### src/logic/soc_cfg.svh
`ifndef SOC_CFG_SVH
`define SOC_CFG_SVH

`define PADDR_SIZE 32
`define XLEN 32
`define IRQ_NUM 2
`define PRIO_W 3

// Region bases and the offset width each slave sees
`define CLINT_BASE 32'h0200_0000
`define PLIC_BASE 32'h0C00_0000
`define UART_BASE 32'h1000_0000
`define CLINT_AW 16
`define PLIC_AW 22
`define UART_AW 16

`define CLINT_MSIP 16'h0000
`define CLINT_MTIMECMP_LO 16'h4000
`define CLINT_MTIMECMP_HI 16'h4004
`define CLINT_MTIME_LO 16'hBFF8
`define CLINT_MTIME_HI 16'hBFFC

// Priority of source n sits at 4*n from the PLIC base
`define PLIC_PENDING 22'h00_1000
`define PLIC_ENABLE 22'h00_2000
`define PLIC_THRESHOLD 22'h20_0000
`define PLIC_CLAIM 22'h20_0004

`define UART_DATA 16'h0000
`define UART_STATUS 16'h0004
`define UART_CTRL 16'h0008
`define UART_DIV 16'h000C
`define UART_DIV_RST 16

`endif

### src/logic/soc_pkg.sv
`default_nettype none

package soc_pkg;

    typedef enum logic [1:0] {
        SEL_CLINT,
        SEL_PLIC,
        SEL_UART,
        SEL_NONE
    } bus_sel_t;

    // Frame phase, shared by transmitter and receiver
    typedef enum logic [1:0] {
        IDLE,
        START,
        DATA,
        STOP
    } uart_state_t;

    // 0 is no interrupt, 1 the UART, 2 the external line
    typedef logic [1:0] irq_id_t;

endpackage

`default_nettype wire

### src/logic/apb_decoder.sv
`timescale 1ns/1ps
`default_nettype none
`include "soc_cfg.svh"

module apb_decoder
    import soc_pkg::*;
(
    input  logic                   clk,
    input  logic                   rst_n_i,
    input  logic                   psel_i,
    input  logic                   penable_i,
    input  logic [`PADDR_SIZE-1:0] paddr_i,
    input  logic [`XLEN-1:0]       clint_rdata_i,
    input  logic [`XLEN-1:0]       plic_rdata_i,
    input  logic [`XLEN-1:0]       uart_rdata_i,
    output logic                   clint_sel_o,
    output logic                   plic_sel_o,
    output logic                   uart_sel_o,
    output logic [`XLEN-1:0]       prdata_o,
    output logic                   pready_o,
    output logic                   pslverr_o
);
    bus_sel_t sel;
    bus_sel_t sel_q;

    function automatic logic in_region(input logic [`PADDR_SIZE-1:0] addr,
                                       input logic [`PADDR_SIZE-1:0] base,
                                       input int unsigned            aw);
        return (addr >> aw) == (base >> aw);
    endfunction

    always_comb begin
        if (in_region(paddr_i, `CLINT_BASE, `CLINT_AW)) begin
            sel = SEL_CLINT;
        end else if (in_region(paddr_i, `PLIC_BASE, `PLIC_AW)) begin
            sel = SEL_PLIC;
        end else if (in_region(paddr_i, `UART_BASE, `UART_AW)) begin
            sel = SEL_UART;
        end else begin
            sel = SEL_NONE;
        end
    end

    // Slave choice is taken in the setup phase and held for the access phase
    always_ff @(posedge clk) begin
        if (!rst_n_i) begin
            sel_q <= SEL_NONE;
        end else if (psel_i && !penable_i) begin
            sel_q <= sel;
        end
    end

    assign clint_sel_o = psel_i && (sel == SEL_CLINT);
    assign plic_sel_o  = psel_i && (sel == SEL_PLIC);
    assign uart_sel_o  = psel_i && (sel == SEL_UART);

    always_comb begin
        case (sel_q)
            SEL_CLINT: prdata_o = clint_rdata_i;
            SEL_PLIC:  prdata_o = plic_rdata_i;
            SEL_UART:  prdata_o = uart_rdata_i;
            default:   prdata_o = '0;
        endcase
    end

    // Zero wait states on every slave
    assign pready_o  = psel_i && penable_i;
    assign pslverr_o = psel_i && penable_i && (sel_q == SEL_NONE);

endmodule

`default_nettype wire

### src/logic/clint.sv
`timescale 1ns/1ps
`default_nettype none
`include "soc_cfg.svh"

module clint (
    input  logic                 clk,
    input  logic                 rst_n_i,
    input  logic                 sel_i,
    input  logic                 penable_i,
    input  logic                 pwrite_i,
    input  logic [`CLINT_AW-1:0] addr_i,
    input  logic [`XLEN-1:0]     wdata_i,
    input  logic                 rtc_clk_i,
    output logic [`XLEN-1:0]     rdata_o,
    output logic                 msip_o,
    output logic                 mtip_o
);
    logic [63:0] mtime_q;
    logic [63:0] mtimecmp_q;
    logic [2:0]  rtc_sync_q;
    logic        wr_en;
    logic        rtc_tick;

    assign wr_en = sel_i && penable_i && pwrite_i;

    // Two flops into the clk domain, the third one finds the rising edge
    assign rtc_tick = rtc_sync_q[1] && !rtc_sync_q[2];

    always_ff @(posedge clk) begin
        if (!rst_n_i) begin
            rtc_sync_q <= '0;
            msip_o     <= 1'b0;
            mtip_o     <= 1'b0;
            mtime_q    <= '0;
            mtimecmp_q <= '1;
        end else begin
            rtc_sync_q <= {rtc_sync_q[1:0], rtc_clk_i};
            if (wr_en) begin
                case (addr_i)
                    `CLINT_MSIP:        msip_o <= wdata_i[0];
                    `CLINT_MTIMECMP_LO: mtimecmp_q[31:0] <= wdata_i;
                    `CLINT_MTIMECMP_HI: mtimecmp_q[63:32] <= wdata_i;
                    default:            ;
                endcase
            end
            // A software write to mtime takes precedence over the tick
            if (wr_en && addr_i == `CLINT_MTIME_LO) begin
                mtime_q[31:0] <= wdata_i;
            end else if (wr_en && addr_i == `CLINT_MTIME_HI) begin
                mtime_q[63:32] <= wdata_i;
            end else if (rtc_tick) begin
                mtime_q <= mtime_q + 64'd1;
            end
            mtip_o <= (mtime_q >= mtimecmp_q);
        end
    end

    always_comb begin
        case (addr_i)
            `CLINT_MSIP:        rdata_o = {{(`XLEN-1){1'b0}}, msip_o};
            `CLINT_MTIMECMP_LO: rdata_o = mtimecmp_q[31:0];
            `CLINT_MTIMECMP_HI: rdata_o = mtimecmp_q[63:32];
            `CLINT_MTIME_LO:    rdata_o = mtime_q[31:0];
            `CLINT_MTIME_HI:    rdata_o = mtime_q[63:32];
            default:            rdata_o = '0;
        endcase
    end

endmodule

`default_nettype wire

### src/logic/plic.sv
`timescale 1ns/1ps
`default_nettype none
`include "soc_cfg.svh"

module plic
    import soc_pkg::*;
(
    input  logic                clk,
    input  logic                rst_n_i,
    input  logic                sel_i,
    input  logic                penable_i,
    input  logic                pwrite_i,
    input  logic [`PLIC_AW-1:0] addr_i,
    input  logic [`XLEN-1:0]    wdata_i,
    input  logic [`IRQ_NUM-1:0] irq_src_i,
    output logic [`XLEN-1:0]    rdata_o,
    output logic                meip_o
);
    logic [`PRIO_W-1:0] prio_q [1:`IRQ_NUM];
    logic [`IRQ_NUM:1]  pend_q;
    logic [`IRQ_NUM:1]  en_q;
    logic [`IRQ_NUM:1]  claimed_q;
    logic [`PRIO_W-1:0] thresh_q;
    logic [`PRIO_W-1:0] best_prio;
    irq_id_t            best_id;
    irq_id_t            complete_id;
    logic               wr_en;
    logic               claim_rd;
    logic               complete_wr;

    assign wr_en       = sel_i && penable_i && pwrite_i;
    assign claim_rd    = sel_i && penable_i && !pwrite_i && (addr_i == `PLIC_CLAIM);
    assign complete_wr = wr_en && (addr_i == `PLIC_CLAIM);
    assign complete_id = wdata_i[$bits(irq_id_t)-1:0];

    // Strict compare keeps the lower id on a tie and enforces the threshold
    always_comb begin
        best_id   = '0;
        best_prio = thresh_q;
        for (int n = 1; n <= `IRQ_NUM; n++) begin
            if (pend_q[n] && en_q[n] && prio_q[n] > best_prio) begin
                best_id   = irq_id_t'(n);
                best_prio = prio_q[n];
            end
        end
    end

    always_ff @(posedge clk) begin
        if (!rst_n_i) begin
            for (int n = 1; n <= `IRQ_NUM; n++) begin
                prio_q[n] <= '0;
            end
            pend_q    <= '0;
            en_q      <= '0;
            claimed_q <= '0;
            thresh_q  <= '0;
            meip_o    <= 1'b0;
        end else begin
            for (int n = 1; n <= `IRQ_NUM; n++) begin
                // Level gateway, masked from claim until complete
                if (irq_src_i[n-1] && !claimed_q[n]) begin
                    pend_q[n] <= 1'b1;
                end
                if (claim_rd && best_id == irq_id_t'(n)) begin
                    pend_q[n]    <= 1'b0;
                    claimed_q[n] <= 1'b1;
                end
                if (complete_wr && complete_id == irq_id_t'(n)) begin
                    claimed_q[n] <= 1'b0;
                end
                if (wr_en && addr_i == `PLIC_AW'(4 * n)) begin
                    prio_q[n] <= wdata_i[`PRIO_W-1:0];
                end
            end
            if (wr_en && addr_i == `PLIC_ENABLE) begin
                en_q <= wdata_i[`IRQ_NUM:1];
            end
            if (wr_en && addr_i == `PLIC_THRESHOLD) begin
                thresh_q <= wdata_i[`PRIO_W-1:0];
            end
            meip_o <= (best_id != '0);
        end
    end

    always_comb begin
        rdata_o = '0;
        for (int n = 1; n <= `IRQ_NUM; n++) begin
            if (addr_i == `PLIC_AW'(4 * n)) begin
                rdata_o = `XLEN'(prio_q[n]);
            end
        end
        case (addr_i)
            `PLIC_PENDING:   rdata_o = `XLEN'({pend_q, 1'b0});
            `PLIC_ENABLE:    rdata_o = `XLEN'({en_q, 1'b0});
            `PLIC_THRESHOLD: rdata_o = `XLEN'(thresh_q);
            `PLIC_CLAIM:     rdata_o = `XLEN'(best_id);
            default:         ;
        endcase
    end

endmodule

`default_nettype wire

### src/logic/uart.sv
`timescale 1ns/1ps
`default_nettype none
`include "soc_cfg.svh"

module uart
    import soc_pkg::*;
(
    input  logic                clk,
    input  logic                rst_n_i,
    input  logic                sel_i,
    input  logic                penable_i,
    input  logic                pwrite_i,
    input  logic [`UART_AW-1:0] addr_i,
    input  logic [`XLEN-1:0]    wdata_i,
    input  logic                rxd_i,
    output logic [`XLEN-1:0]    rdata_o,
    output logic                txd_o,
    output logic                irq_o
);
    localparam int DIV_W = 16;

    uart_state_t      tx_state;
    uart_state_t      rx_state;
    logic [DIV_W-1:0] div_q;
    logic [DIV_W-1:0] half_bit;
    logic [DIV_W-1:0] tx_baud;
    logic [DIV_W-1:0] rx_baud;
    logic [2:0]       tx_bit;
    logic [2:0]       rx_bit;
    logic [7:0]       tx_shift;
    logic [7:0]       rx_shift;
    logic [7:0]       rx_data;
    logic [1:0]       rxd_sync;
    logic             rxd_s;
    logic             rx_valid;
    logic             ctrl_q;
    logic             tx_busy;
    logic             wr_en;
    logic             rd_data;

    assign wr_en   = sel_i && penable_i && pwrite_i;
    assign rd_data = sel_i && penable_i && !pwrite_i && (addr_i == `UART_DATA);
    assign tx_busy = (tx_state != IDLE);
    assign irq_o   = rx_valid && ctrl_q;
    assign rxd_s   = rxd_sync[1];

    // Delay from the start edge to the middle of the start bit
    assign half_bit = (div_q > DIV_W'(1)) ? (div_q >> 1) - DIV_W'(1) : '0;

    always_ff @(posedge clk) begin
        if (!rst_n_i) begin
            div_q  <= DIV_W'(`UART_DIV_RST);
            ctrl_q <= 1'b0;
        end else if (wr_en) begin
            case (addr_i)
                `UART_CTRL: ctrl_q <= wdata_i[0];
                `UART_DIV:  div_q <= wdata_i[DIV_W-1:0];
                default:    ;
            endcase
        end
    end

    // Line is low in the start bit, LSB first in data, high otherwise
    assign txd_o = (tx_state == START) ? 1'b0 : (tx_state == DATA) ? tx_shift[0] : 1'b1;

    always_ff @(posedge clk) begin
        if (!rst_n_i) begin
            tx_state <= IDLE;
            tx_baud  <= '0;
            tx_bit   <= '0;
            tx_shift <= '0;
        end else if (tx_state == IDLE) begin
            // Writes while busy never reach this branch and are dropped
            if (wr_en && addr_i == `UART_DATA) begin
                tx_shift <= wdata_i[7:0];
                tx_baud  <= div_q - DIV_W'(1);
                tx_state <= START;
            end
        end else if (tx_baud != '0) begin
            tx_baud <= tx_baud - DIV_W'(1);
        end else begin
            tx_baud <= div_q - DIV_W'(1);
            case (tx_state)
                START: begin
                    tx_bit   <= '0;
                    tx_state <= DATA;
                end
                DATA: begin
                    tx_bit   <= tx_bit + 3'd1;
                    tx_shift <= tx_shift >> 1;
                    if (tx_bit == 3'd7) begin
                        tx_state <= STOP;
                    end
                end
                default: tx_state <= IDLE;
            endcase
        end
    end

    always_ff @(posedge clk) begin
        if (!rst_n_i) begin
            rxd_sync <= 2'b11;
            rx_state <= IDLE;
            rx_baud  <= '0;
            rx_bit   <= '0;
            rx_shift <= '0;
            rx_data  <= '0;
            rx_valid <= 1'b0;
        end else begin
            rxd_sync <= {rxd_sync[0], rxd_i};
            if (rd_data) begin
                rx_valid <= 1'b0;
            end
            if (rx_state != IDLE && rx_baud != '0) begin
                rx_baud <= rx_baud - DIV_W'(1);
            end else begin
                rx_baud <= div_q - DIV_W'(1);
                case (rx_state)
                    IDLE: begin
                        rx_baud <= half_bit;
                        if (!rxd_s) begin
                            rx_state <= START;
                        end
                    end
                    START: begin
                        // A start bit gone high by mid-bit was a glitch
                        rx_bit   <= '0;
                        rx_state <= rxd_s ? IDLE : DATA;
                    end
                    DATA: begin
                        rx_shift <= {rxd_s, rx_shift[7:1]};
                        rx_bit   <= rx_bit + 3'd1;
                        if (rx_bit == 3'd7) begin
                            rx_state <= STOP;
                        end
                    end
                    default: begin
                        if (rxd_s) begin
                            rx_data  <= rx_shift;
                            rx_valid <= 1'b1;
                        end
                        rx_state <= IDLE;
                    end
                endcase
            end
        end
    end

    always_comb begin
        case (addr_i)
            `UART_DATA:   rdata_o = `XLEN'(rx_data);
            `UART_STATUS: rdata_o = `XLEN'({rx_valid, tx_busy});
            `UART_CTRL:   rdata_o = `XLEN'(ctrl_q);
            `UART_DIV:    rdata_o = `XLEN'(div_q);
            default:      rdata_o = '0;
        endcase
    end

endmodule

`default_nettype wire

### src/logic/soc_top.sv
`timescale 1ns/1ps
`default_nettype none
`include "soc_cfg.svh"

module soc_top (
    input  logic                   clk,
    input  logic                   rst_n_i,
    input  logic                   rtc_clk_i,
    input  logic                   rxd_i,
    input  logic                   ext_irq_i,
    input  logic                   psel_i,
    input  logic                   penable_i,
    input  logic                   pwrite_i,
    input  logic [`PADDR_SIZE-1:0] paddr_i,
    input  logic [`XLEN-1:0]       pwdata_i,
    output logic [`XLEN-1:0]       prdata_o,
    output logic                   pready_o,
    output logic                   pslverr_o,
    output logic                   txd_o,
    output logic                   meip_o,
    output logic                   mtip_o,
    output logic                   msip_o
);
    logic [2:0]          rst_stage;
    logic                sys_rst_n;
    logic                clint_sel;
    logic                plic_sel;
    logic                uart_sel;
    logic [`XLEN-1:0]    clint_rdata;
    logic [`XLEN-1:0]    plic_rdata;
    logic [`XLEN-1:0]    uart_rdata;
    logic                uart_irq;
    logic [`IRQ_NUM-1:0] irq_src;

    // All blocks leave reset three clocks after rst_n_i rises
    always_ff @(posedge clk) begin
        if (!rst_n_i) begin
            rst_stage <= '0;
        end else begin
            rst_stage <= {rst_stage[1:0], 1'b1};
        end
    end
    assign sys_rst_n = rst_stage[2];

    // Source 1 is the UART, source 2 the external line
    assign irq_src = {ext_irq_i, uart_irq};

    apb_decoder u_decoder (
        .clk           (clk),
        .rst_n_i       (sys_rst_n),
        .psel_i        (psel_i),
        .penable_i     (penable_i),
        .paddr_i       (paddr_i),
        .clint_rdata_i (clint_rdata),
        .plic_rdata_i  (plic_rdata),
        .uart_rdata_i  (uart_rdata),
        .clint_sel_o   (clint_sel),
        .plic_sel_o    (plic_sel),
        .uart_sel_o    (uart_sel),
        .prdata_o      (prdata_o),
        .pready_o      (pready_o),
        .pslverr_o     (pslverr_o)
    );

    clint u_clint (
        .clk       (clk),
        .rst_n_i   (sys_rst_n),
        .sel_i     (clint_sel),
        .penable_i (penable_i),
        .pwrite_i  (pwrite_i),
        .addr_i    (paddr_i[`CLINT_AW-1:0]),
        .wdata_i   (pwdata_i),
        .rtc_clk_i (rtc_clk_i),
        .rdata_o   (clint_rdata),
        .msip_o    (msip_o),
        .mtip_o    (mtip_o)
    );

    plic u_plic (
        .clk       (clk),
        .rst_n_i   (sys_rst_n),
        .sel_i     (plic_sel),
        .penable_i (penable_i),
        .pwrite_i  (pwrite_i),
        .addr_i    (paddr_i[`PLIC_AW-1:0]),
        .wdata_i   (pwdata_i),
        .irq_src_i (irq_src),
        .rdata_o   (plic_rdata),
        .meip_o    (meip_o)
    );

    uart u_uart (
        .clk       (clk),
        .rst_n_i   (sys_rst_n),
        .sel_i     (uart_sel),
        .penable_i (penable_i),
        .pwrite_i  (pwrite_i),
        .addr_i    (paddr_i[`UART_AW-1:0]),
        .wdata_i   (pwdata_i),
        .rxd_i     (rxd_i),
        .rdata_o   (uart_rdata),
        .txd_o     (txd_o),
        .irq_o     (uart_irq)
    );

endmodule

`default_nettype wire

### config.mk
export PLATFORM = sky130hd
export DESIGN_NAME = soc_top
export DESIGN_NICKNAME = d
export VERILOG_FILES = /design/src/logic/soc_pkg.sv /design/src/logic/apb_decoder.sv /design/src/logic/clint.sv /design/src/logic/plic.sv /design/src/logic/uart.sv /design/src/logic/soc_top.sv
export VERILOG_INCLUDE_DIRS = /design/src /design/src/logic
export SDC_FILE = /design/constraint.sdc
export NUM_CORES = 1
export LEC_CHECK = 0
export BUFFER_PORTS_ARGS = -buffer_cell sky130_fd_sc_hd__clkbuf_2
export CORE_MARGIN = 8
export CORE_UTILIZATION = 55
export DETAILED_ROUTE_END_ITERATION = 10
export PLACE_DENSITY = 0.72
export SYNTH_ARGS = -nofsm -noshare
export SYNTH_HDL_FRONTEND = slang
export SYNTH_SLANG_ARGS = --single-unit
### constraint.sdc
create_clock -name clk -period 4.1 [get_ports clk]
set_clock_uncertainty 0.05 [all_clocks]
set_input_delay 0.41 -clock clk [delete_from_list [all_inputs] [get_ports clk]]
set_output_delay 0.41 -clock clk [all_outputs]
set_load 0.01 [all_outputs]
==> flow_metrics.env, run 1 <==
export IMPL_drt_pass1_iter_count=8
export IMPL_setup_viol=0
export IMPL_status="finished clean"
export IMPL_grt_pass1_vias=14250
export IMPL_yosysSeqAreaShare=0.325
export IMPL_fin_ws_ns=0.127
export IMPL_wl_per_cell_um=20.0
export IMPL_max_cap_violations=0
export IMPL_syn_area_um2=15000
export IMPL_fp_dieH_um=181
export IMPL_vias_per_cell=6.36
export IMPL_ir_drop_mv=0.246
export IMPL_total_power_mw=4.87
export IMPL_io_buffers=109
export IMPL_synth_distinct_cells=82
export IMPL_max_stage_delay_ns=0.46
export IMPL_cts_sinks=240
export IMPL_chipWidth_um=181
export IMPL_rows=60
export IMPL_antenna_found_initial=0
export IMPL_yosysMostFrequentCell="nand2_1"
export IMPL_worstPathArrival_ns=3.51
export IMPL_ant_nets=0
export IMPL_slew_violations=0
export IMPL_cp_required_ns=3.64
export IMPL_hold_path_class="in -> reg"
export IMPL_instances_no_fill=2346
export IMPL_slowest_stage="edfxtp_1"
export IMPL_synthTopCellsByArea="dfxtp_1 (31%), ha_1 (7.5%), nand2_1 (7.0%), a21oi_1 (5.4%), nor2_1 (3.6%)"
export IMPL_yosys_most_used_dff="dfxtp_1"
export IMPL_fmax_ghz=0.252
export IMPL_area_growth_pct=11.2
export IMPL_synth_edf_count=6
export IMPL_layout_nets=2150
export IMPL_grt_max_degree=69
export IMPL_post_synth_inst_count=1928
export IMPL_period_minus_slack_ns=3.97
export IMPL_start_util=0.558
export IMPL_clock_path_buffers=3
export IMPL_path_cells="ha_4 -> nor2_1 -> a31oi_1 -> nand4_1 -> buf_6 -> mux2i_2 -> ha_1 -> nand3_1 -> o21ai_1 -> nor3_2 -> nor2_2 -> a22oi_1 -> o22ai_1 -> a211o_1 -> clkbuf_2"
export IMPL_crit_type="reg -> out"
export IMPL_yosys_warnings=0
export IMPL_slew_headroom=0.337
export IMPL_drive_gt1_frac=0.124
export IMPL_whs_ns=0.0185
export IMPL_synth_nets=2090
export IMPL_finalWirelength_mm=46.8
export IMPL_pre_cts_slack_ns=0.380
export IMPL_root_buffer="clkbuf_16"
export IMPL_crit_fanout=6
export IMPL_diodes=0
export IMPL_grt_pass1_wl_mm=74.6
export IMPL_drc=0
export IMPL_place_hpwl_mm=33.8
export IMPL_leakagePower_nw=6.59
export IMPL_power_density_nw_per_um2=293
export IMPL_insertion_delay_ns=0.55
export IMPL_grt_usage=0.272
export IMPL_cts_tree="built"
export IMPL_place_congestion=0.910
export IMPL_fp_coreArea_um2=26800
export IMPL_yosys_area_top_type="dfxtp_1"
export IMPL_fill_cells=2424
export IMPL_h_tree_depth=1
export IMPL_dieArea_um2=32700
export IMPL_hold_viol_final=0
export IMPL_cp_start_kind="register"
export IMPL_drt_iter0_drc=1487
export IMPL_clkTransAtPathRegs_ns=0.06
export IMPL_synth_top_cell_area_share=0.313
export IMPL_via_count=14919
export IMPL_cts_made_buffers=27
export IMPL_cp_top_family="compound AO/OA/AOI/OAI gates"
export IMPL_worstMarginPinSlew_ns=0.987
export IMPL_finish_utilization=0.621
export IMPL_cp_end_kind="primary output"
export IMPL_grt_ovfl_total=0
export IMPL_synth_area_per_cell_um2=7.76
export IMPL_io_pins=110
export IMPL_finalCritPeriodShare=0.969
export IMPL_synth_top_cells_by_count="nand2_1 (278), dfxtp_1 (234), a21oi_1 (160)"
export IMPL_ys_ff_latch=240
export IMPL_dp_cells=2293
export IMPL_cp_num_buf_inv=2
export IMPL_synthArstFlopShare=0
## metal layers
| layer | track usage | part of all wire | vias to the layer above |
|---|---|---|---|
| met3 | 0.0297 | 0.062 | 107 |
| met5 | 0 | 0 | - |
| met1 | 0.338 | 0.42 | 7062 |
| li1 | - | - | 7139 |
| met4 | 0.102 | 0.036 | 0 |
| met2 | 0.480 | 0.48 | 611 |
## cell type report
type | instances | area, µm² | share of cell area
inverter | 99 | 374 | 0.0225
timing repair buffer | 155 | 897 | 0.0539
tap | 341 | 427 | 0.0256
clock inverter | 6 | 57.6 | 0.00346
sequential | 240 | 4870 | 0.293
clock buffer | 40 | 764 | 0.0459
multi-input combinational | 1465 | 9250 | 0.556
## stage by stage
step / TNS, ns / cell area (µm²)
floorplan: 0 / 15000
global placement: 0 / 15700
detailed placement: 0 / 15700
CTS: 0 / 16600
global route: -0.0108 / 16600
finish: 0 / 16600
## sequential cells by signal, summed over array words and instances, names as in the netlist, 3 cells and up
register            count
rst_stage               3
u_clint.mtime_q        64
u_clint.mtimecmp_q     64
u_clint.rtc_sync_q      3
u_plic.prio_q           6
u_plic.thresh_q         3
u_uart.div_q           16
u_uart.rx_baud         16
u_uart.rx_bit           3
u_uart.rx_data          8
u_uart.rx_shift         8
u_uart.tx_baud         16
u_uart.tx_bit           3
u_uart.tx_shift         8
## what timing repair did
item                                    in CTS  in global routing
endpoints found under the setup margin       1                  2
hold buffers                                 1                  0
setup buffers                                2                  4
endpoints found under the hold margin        1                  0
resized for setup                            1                  8
pin swaps                                    1                  6
## path summary, 6_finish.rpt
path / from / to / slack (ns) / cells after the start
worst max register to register: u_uart.div_q[4]$_SDFFE_PN1P_ / u_uart.rx_baud[5]$_SDFF_PN0_ / 1.09 / 6
worst min-delay path: rxd_i / u_uart.rxd_sync[0]$_SDFF_PN1_ / 0.02 / 2
worst max-delay path: u_plic.prio_q[1][2]$_SDFFCE_PN0P_ / prdata_o[0] / 0.13 / 15
worst min register to register: u_uart.rxd_sync[0]$_SDFF_PN1_ / u_uart.rxd_sync[1]$_SDFF_PN1_ / 0.37 / 1
## cell families (layout without fill, tap and decap cells)
| logic type | after synthesis | after routing | synth area share |
|---|---|---|---|
| mux | 19 | 19 | 0.0128 |
| buf+inv | 223 | 300 | 0.0612 |
| compound gates | 534 | 534 | 0.234 |
| fa+ha+maj | 90 | 90 | 0.0752 |
| flops | 240 | 240 | 0.325 |
| xor+xnor | 74 | 74 | 0.0433 |
| simple gates | 748 | 748 | 0.248 |
## placed cells by master, fill, tap and decap left out, types with 72 or more instances in the layout
cell type,count
clkbuf_2,109
inv_1,98
nand2_1,278
ha_1,89
nand3_1,79
o21ai_0,93
a21oi_1,160
o211ai_1,72
nor2_1,144
dfxtp_1,231
## power by group
group	switching, mW	leakage (nW)	internal (mW)	total [mW]
clock network	0.989	0.402	1.34	2.33
logic	0.122	4.23	0.0616	0.183
registers	0.0115	1.96	2.35	2.36
total	1.12	6.59	3.75	4.87
(Power assumes the default switching activity.)
==> inputs of run 2 (changes only) <==
SYNTH_HIERARCHICAL = 1   (was unset)
==> run 2 against run 1 <==
Effect of this change: total power grew 0.14%; worst setup slack gained 0.090 ns; fmax grew 2.3%; wire length grew 5.0%; combinational power grew 46%; sequential cell count is the same; clock power shrank 3%; largest power group unchanged; highest routed layer unchanged.
==> flow_metrics.env, run 2 <==
export IMPL_synth_top_cell_area_share=0.290
export IMPL_yosys_warnings=6
export IMPL_worstMarginPinSlew_ns=1.14
export IMPL_via_count=15321
export IMPL_dieArea_um2=35100
export IMPL_fill_cells=2670
export IMPL_cp_common_cell="ha_1"
export IMPL_r2r_start="u_clint/mtime_q[0]$_SDFFE_PN0P_"
export IMPL_multi_input_area_um2=10300
export IMPL_yosysMostFrequentCell="dfxtp_1"
export IMPL_cp_end_kind="primary output"
export IMPL_drt_pass1_iter_count=5
export IMPL_path_cells="ha_1 -> nor2b_1 -> o21a_1 -> o2111ai_4 -> mux2i_1 -> ha_1 -> a31oi_1 -> nand4_1 -> o2bb2a_4 -> a21oi_1 -> nand2_1 -> o21ai_0 -> buf_2"
export IMPL_drt_iter0_drc=1382
export IMPL_grt_pass1_wl_mm=78.0
export IMPL_fmax_ghz=0.258
export IMPL_critPathLaunch="u_plic/prio_q[1][1]$_SDFFCE_PN0P_"
export IMPL_antenna_found_initial=0
export IMPL_crit_fanout=6
export IMPL_area_growth_pct=9.29
export IMPL_fp_dieH_um=187
export IMPL_slowest_stage="edfxtp_1"
export IMPL_drc=0
export IMPL_crit_type="reg -> out"
export IMPL_chipWidth_um=187
export IMPL_grt_usage=0.266
export IMPL_r2r_end="u_clint/mtip_o$_SDFF_PN0_"
export IMPL_syn_area_um2=16200
export IMPL_leakagePower_nw=7.31
export IMPL_drive_gt1_frac=0.116
export IMPL_reg_top3="u_clint/mtime_q x64, u_clint/mtimecmp_q x64"
export IMPL_root_buffer="clkbuf_16"
export IMPL_post_synth_inst_count=1989
export IMPL_status="finished clean"
export IMPL_finish_utilization=0.612
export IMPL_place_congestion=0.921
export IMPL_fp_coreArea_um2=28900
export IMPL_clkTransAtPathRegs_ns=0.06
export IMPL_cts_made_buffers=27
export IMPL_diodes=0
export IMPL_synth_edf_count=6
export IMPL_pre_cts_slack_ns=0.280
export IMPL_slew_headroom=0.236
export IMPL_ir_drop_mv=0.359
export IMPL_yosys_most_used_dff="dfxtp_1"
export IMPL_synth_top_cells_by_count="dfxtp_1 (234), nand2_1 (232), mux2i_1 (147)"
export IMPL_synthTopCellsByArea="dfxtp_1 (29%), mux2i_1 (9.1%), ha_1 (7.0%), nand2_1 (5.4%), nor2_1 (3.1%)"
export IMPL_cts_sinks=240
export IMPL_cp_start_kind="register"
export IMPL_start_util=0.560
export IMPL_yosysSeqAreaShare=0.301
export IMPL_hold_path_class="in -> reg"
export IMPL_power_density_nw_per_um2=276
export IMPL_synth_area_per_cell_um2=8.13
export IMPL_grt_ovfl_total=0
export IMPL_worstPathArrival_ns=3.42
export IMPL_io_buffers=109
export IMPL_mostFrequentLayoutCells="nand2_1 (232), dfxtp_1 (231), mux2i_1 (147)"
export IMPL_synth_distinct_cells=90
export IMPL_whs_ns=0.0166
export IMPL_vias_per_cell=6.27
export IMPL_max_stage_delay_ns=0.43
export IMPL_period_minus_slack_ns=3.88
export IMPL_layout_commonest_cell="nand2_1"
export IMPL_setup_viol=0
export IMPL_hold_start="rxd_i"
export IMPL_max_cap_violations=0
export IMPL_synthArstFlopShare=0
export IMPL_cts_tree="built"
export IMPL_io_pins=110
export IMPL_yosys_area_top_type="dfxtp_1"
export IMPL_place_hpwl_mm=35.8
export IMPL_grt_pass1_vias=14257
export IMPL_cp_required_ns=3.64
export IMPL_ant_nets=0
export IMPL_regArea_um2=4870
export IMPL_ys_ff_latch=240
export IMPL_slew_violations=0
export IMPL_h_tree_depth=1
export IMPL_reg2regPathDepth=9
export IMPL_grt_max_degree=64
export IMPL_reg2reg_slack_ns=0.85
export IMPL_clock_path_buffers=3
export IMPL_cp_endpoint="prdata_o[1]"
export IMPL_rows=62
export IMPL_hold_viol_final=0
export IMPL_setup_tns_ns=0
export IMPL_total_power_mw=4.88
export IMPL_finalWirelength_mm=49.2
export IMPL_layout_nets=2205
export IMPL_wl_per_cell_um=20.1
export IMPL_insertion_delay_ns=0.54
export IMPL_fin_ws_ns=0.217
export IMPL_finalCritPeriodShare=0.947
run 2: cell types whose count changed after synthesis, sizes merged, moves of 11 or more:
cell and change:
mux2i +129, a21oi -80, nand2 -49, buf +37
nor4 +33, o22ai +21, a222oi -19, a311oi +15
a22oi -14, xnor2 +14, a221oi -13, or3 +13
nor2 -12, and3 -11
run 2: per-layer routing:
metal  part of all wire  GRT usage  up-vias
li1                   -          -     7267
met4              0.026     0.0721        0
met5                  0          0        -
met2               0.47      0.442      582
met1               0.44      0.361     7369
met3              0.064     0.0298      103
run 2: where the power goes:
part / internal [mW] / total (mW) / switching, mW / leakage (nW)
logic: 0.0900 / 0.268 / 0.178 / 4.97
clock network: 1.30 / 2.25 / 0.959 / 0.387
registers: 2.35 / 2.35 / 0.00761 / 1.96
run 2: critical path: cells and delay by family, from the launching register on:
kind	cells	cell delay (ns)
multiplexers	1	0.23
flip-flops	1	0.43
adder cells (fa/ha/maj)	2	0.57
buffers and inverters	1	0.16
AO/OA/AOI/OAI	6	1.12
AND/OR/NAND/NOR	3	0.36
run 2: area by class of cell:
| cell class | count | area share |
|---|---|---|
| multi-input combinational | 1521 | 0.582 |
| sequential | 240 | 0.276 |
| timing repair buffer | 150 | 0.0486 |
| clock buffer | 44 | 0.0447 |
| tap | 384 | 0.0272 |
| inverter | 103 | 0.0219 |
| clock inverter | 1 | 0.000283 |
run 2: worst min-delay path by stage:
stage                                       end  slack (ns)  cells past startpoint
2_1_floorplan     u_uart/rxd_sync[1]$_SDFF_PN1_        0.34                      1
3_3_place_gp            rst_stage[1]$_SDFF_PN0_        0.37                      1
3_5_place_dp   u_clint/rtc_sync_q[1]$_SDFF_PN0_        0.37                      1
4_1_cts           u_uart/rxd_sync[0]$_SDFF_PN1_       0.005                      2
5_1_grt           u_uart/rxd_sync[0]$_SDFF_PN1_        0.02                      2
6_report          u_uart/rxd_sync[0]$_SDFF_PN1_        0.02                      2
run 2: timing repair:
| action | in CTS | in global routing |
|---|---|---|
| setup buffers | 0 | 4 |
| setup endpoints to repair | 2 | 2 |
| gates resized for setup | 2 | 5 |
| hold buffers | 1 | 0 |
| endpoints found under the hold margin | 1 | 0 |
| pin swaps | 0 | 3 |
run 2: kinds of logic (layout without fill, tap and decap cells):
kind of cell / Yosys count / count (layout) / share of synthesized area
buffers and inverters: 271 / 298 / 0.0766
AND/OR/NAND/NOR: 721 / 721 / 0.231
other: 2 / 45 / 0.000465
multiplexers: 152 / 152 / 0.0950
adder cells (fa/ha/maj): 90 / 90 / 0.0697
XOR/XNOR: 86 / 86 / 0.0466
flip-flops: 240 / 240 / 0.301
AO/OA/AOI/OAI: 427 / 427 / 0.179
run 2: metrics by stage:
| step | std cells | cell area, µm² |
|---|---|---|
| finish | 2443 | 17700 |
| global route | 2443 | 17700 |
| global placement | 2393 | 16800 |
| CTS | 2439 | 17600 |
| floorplan | 2032 | 16300 |
| detailed placement | 2393 | 16800 |
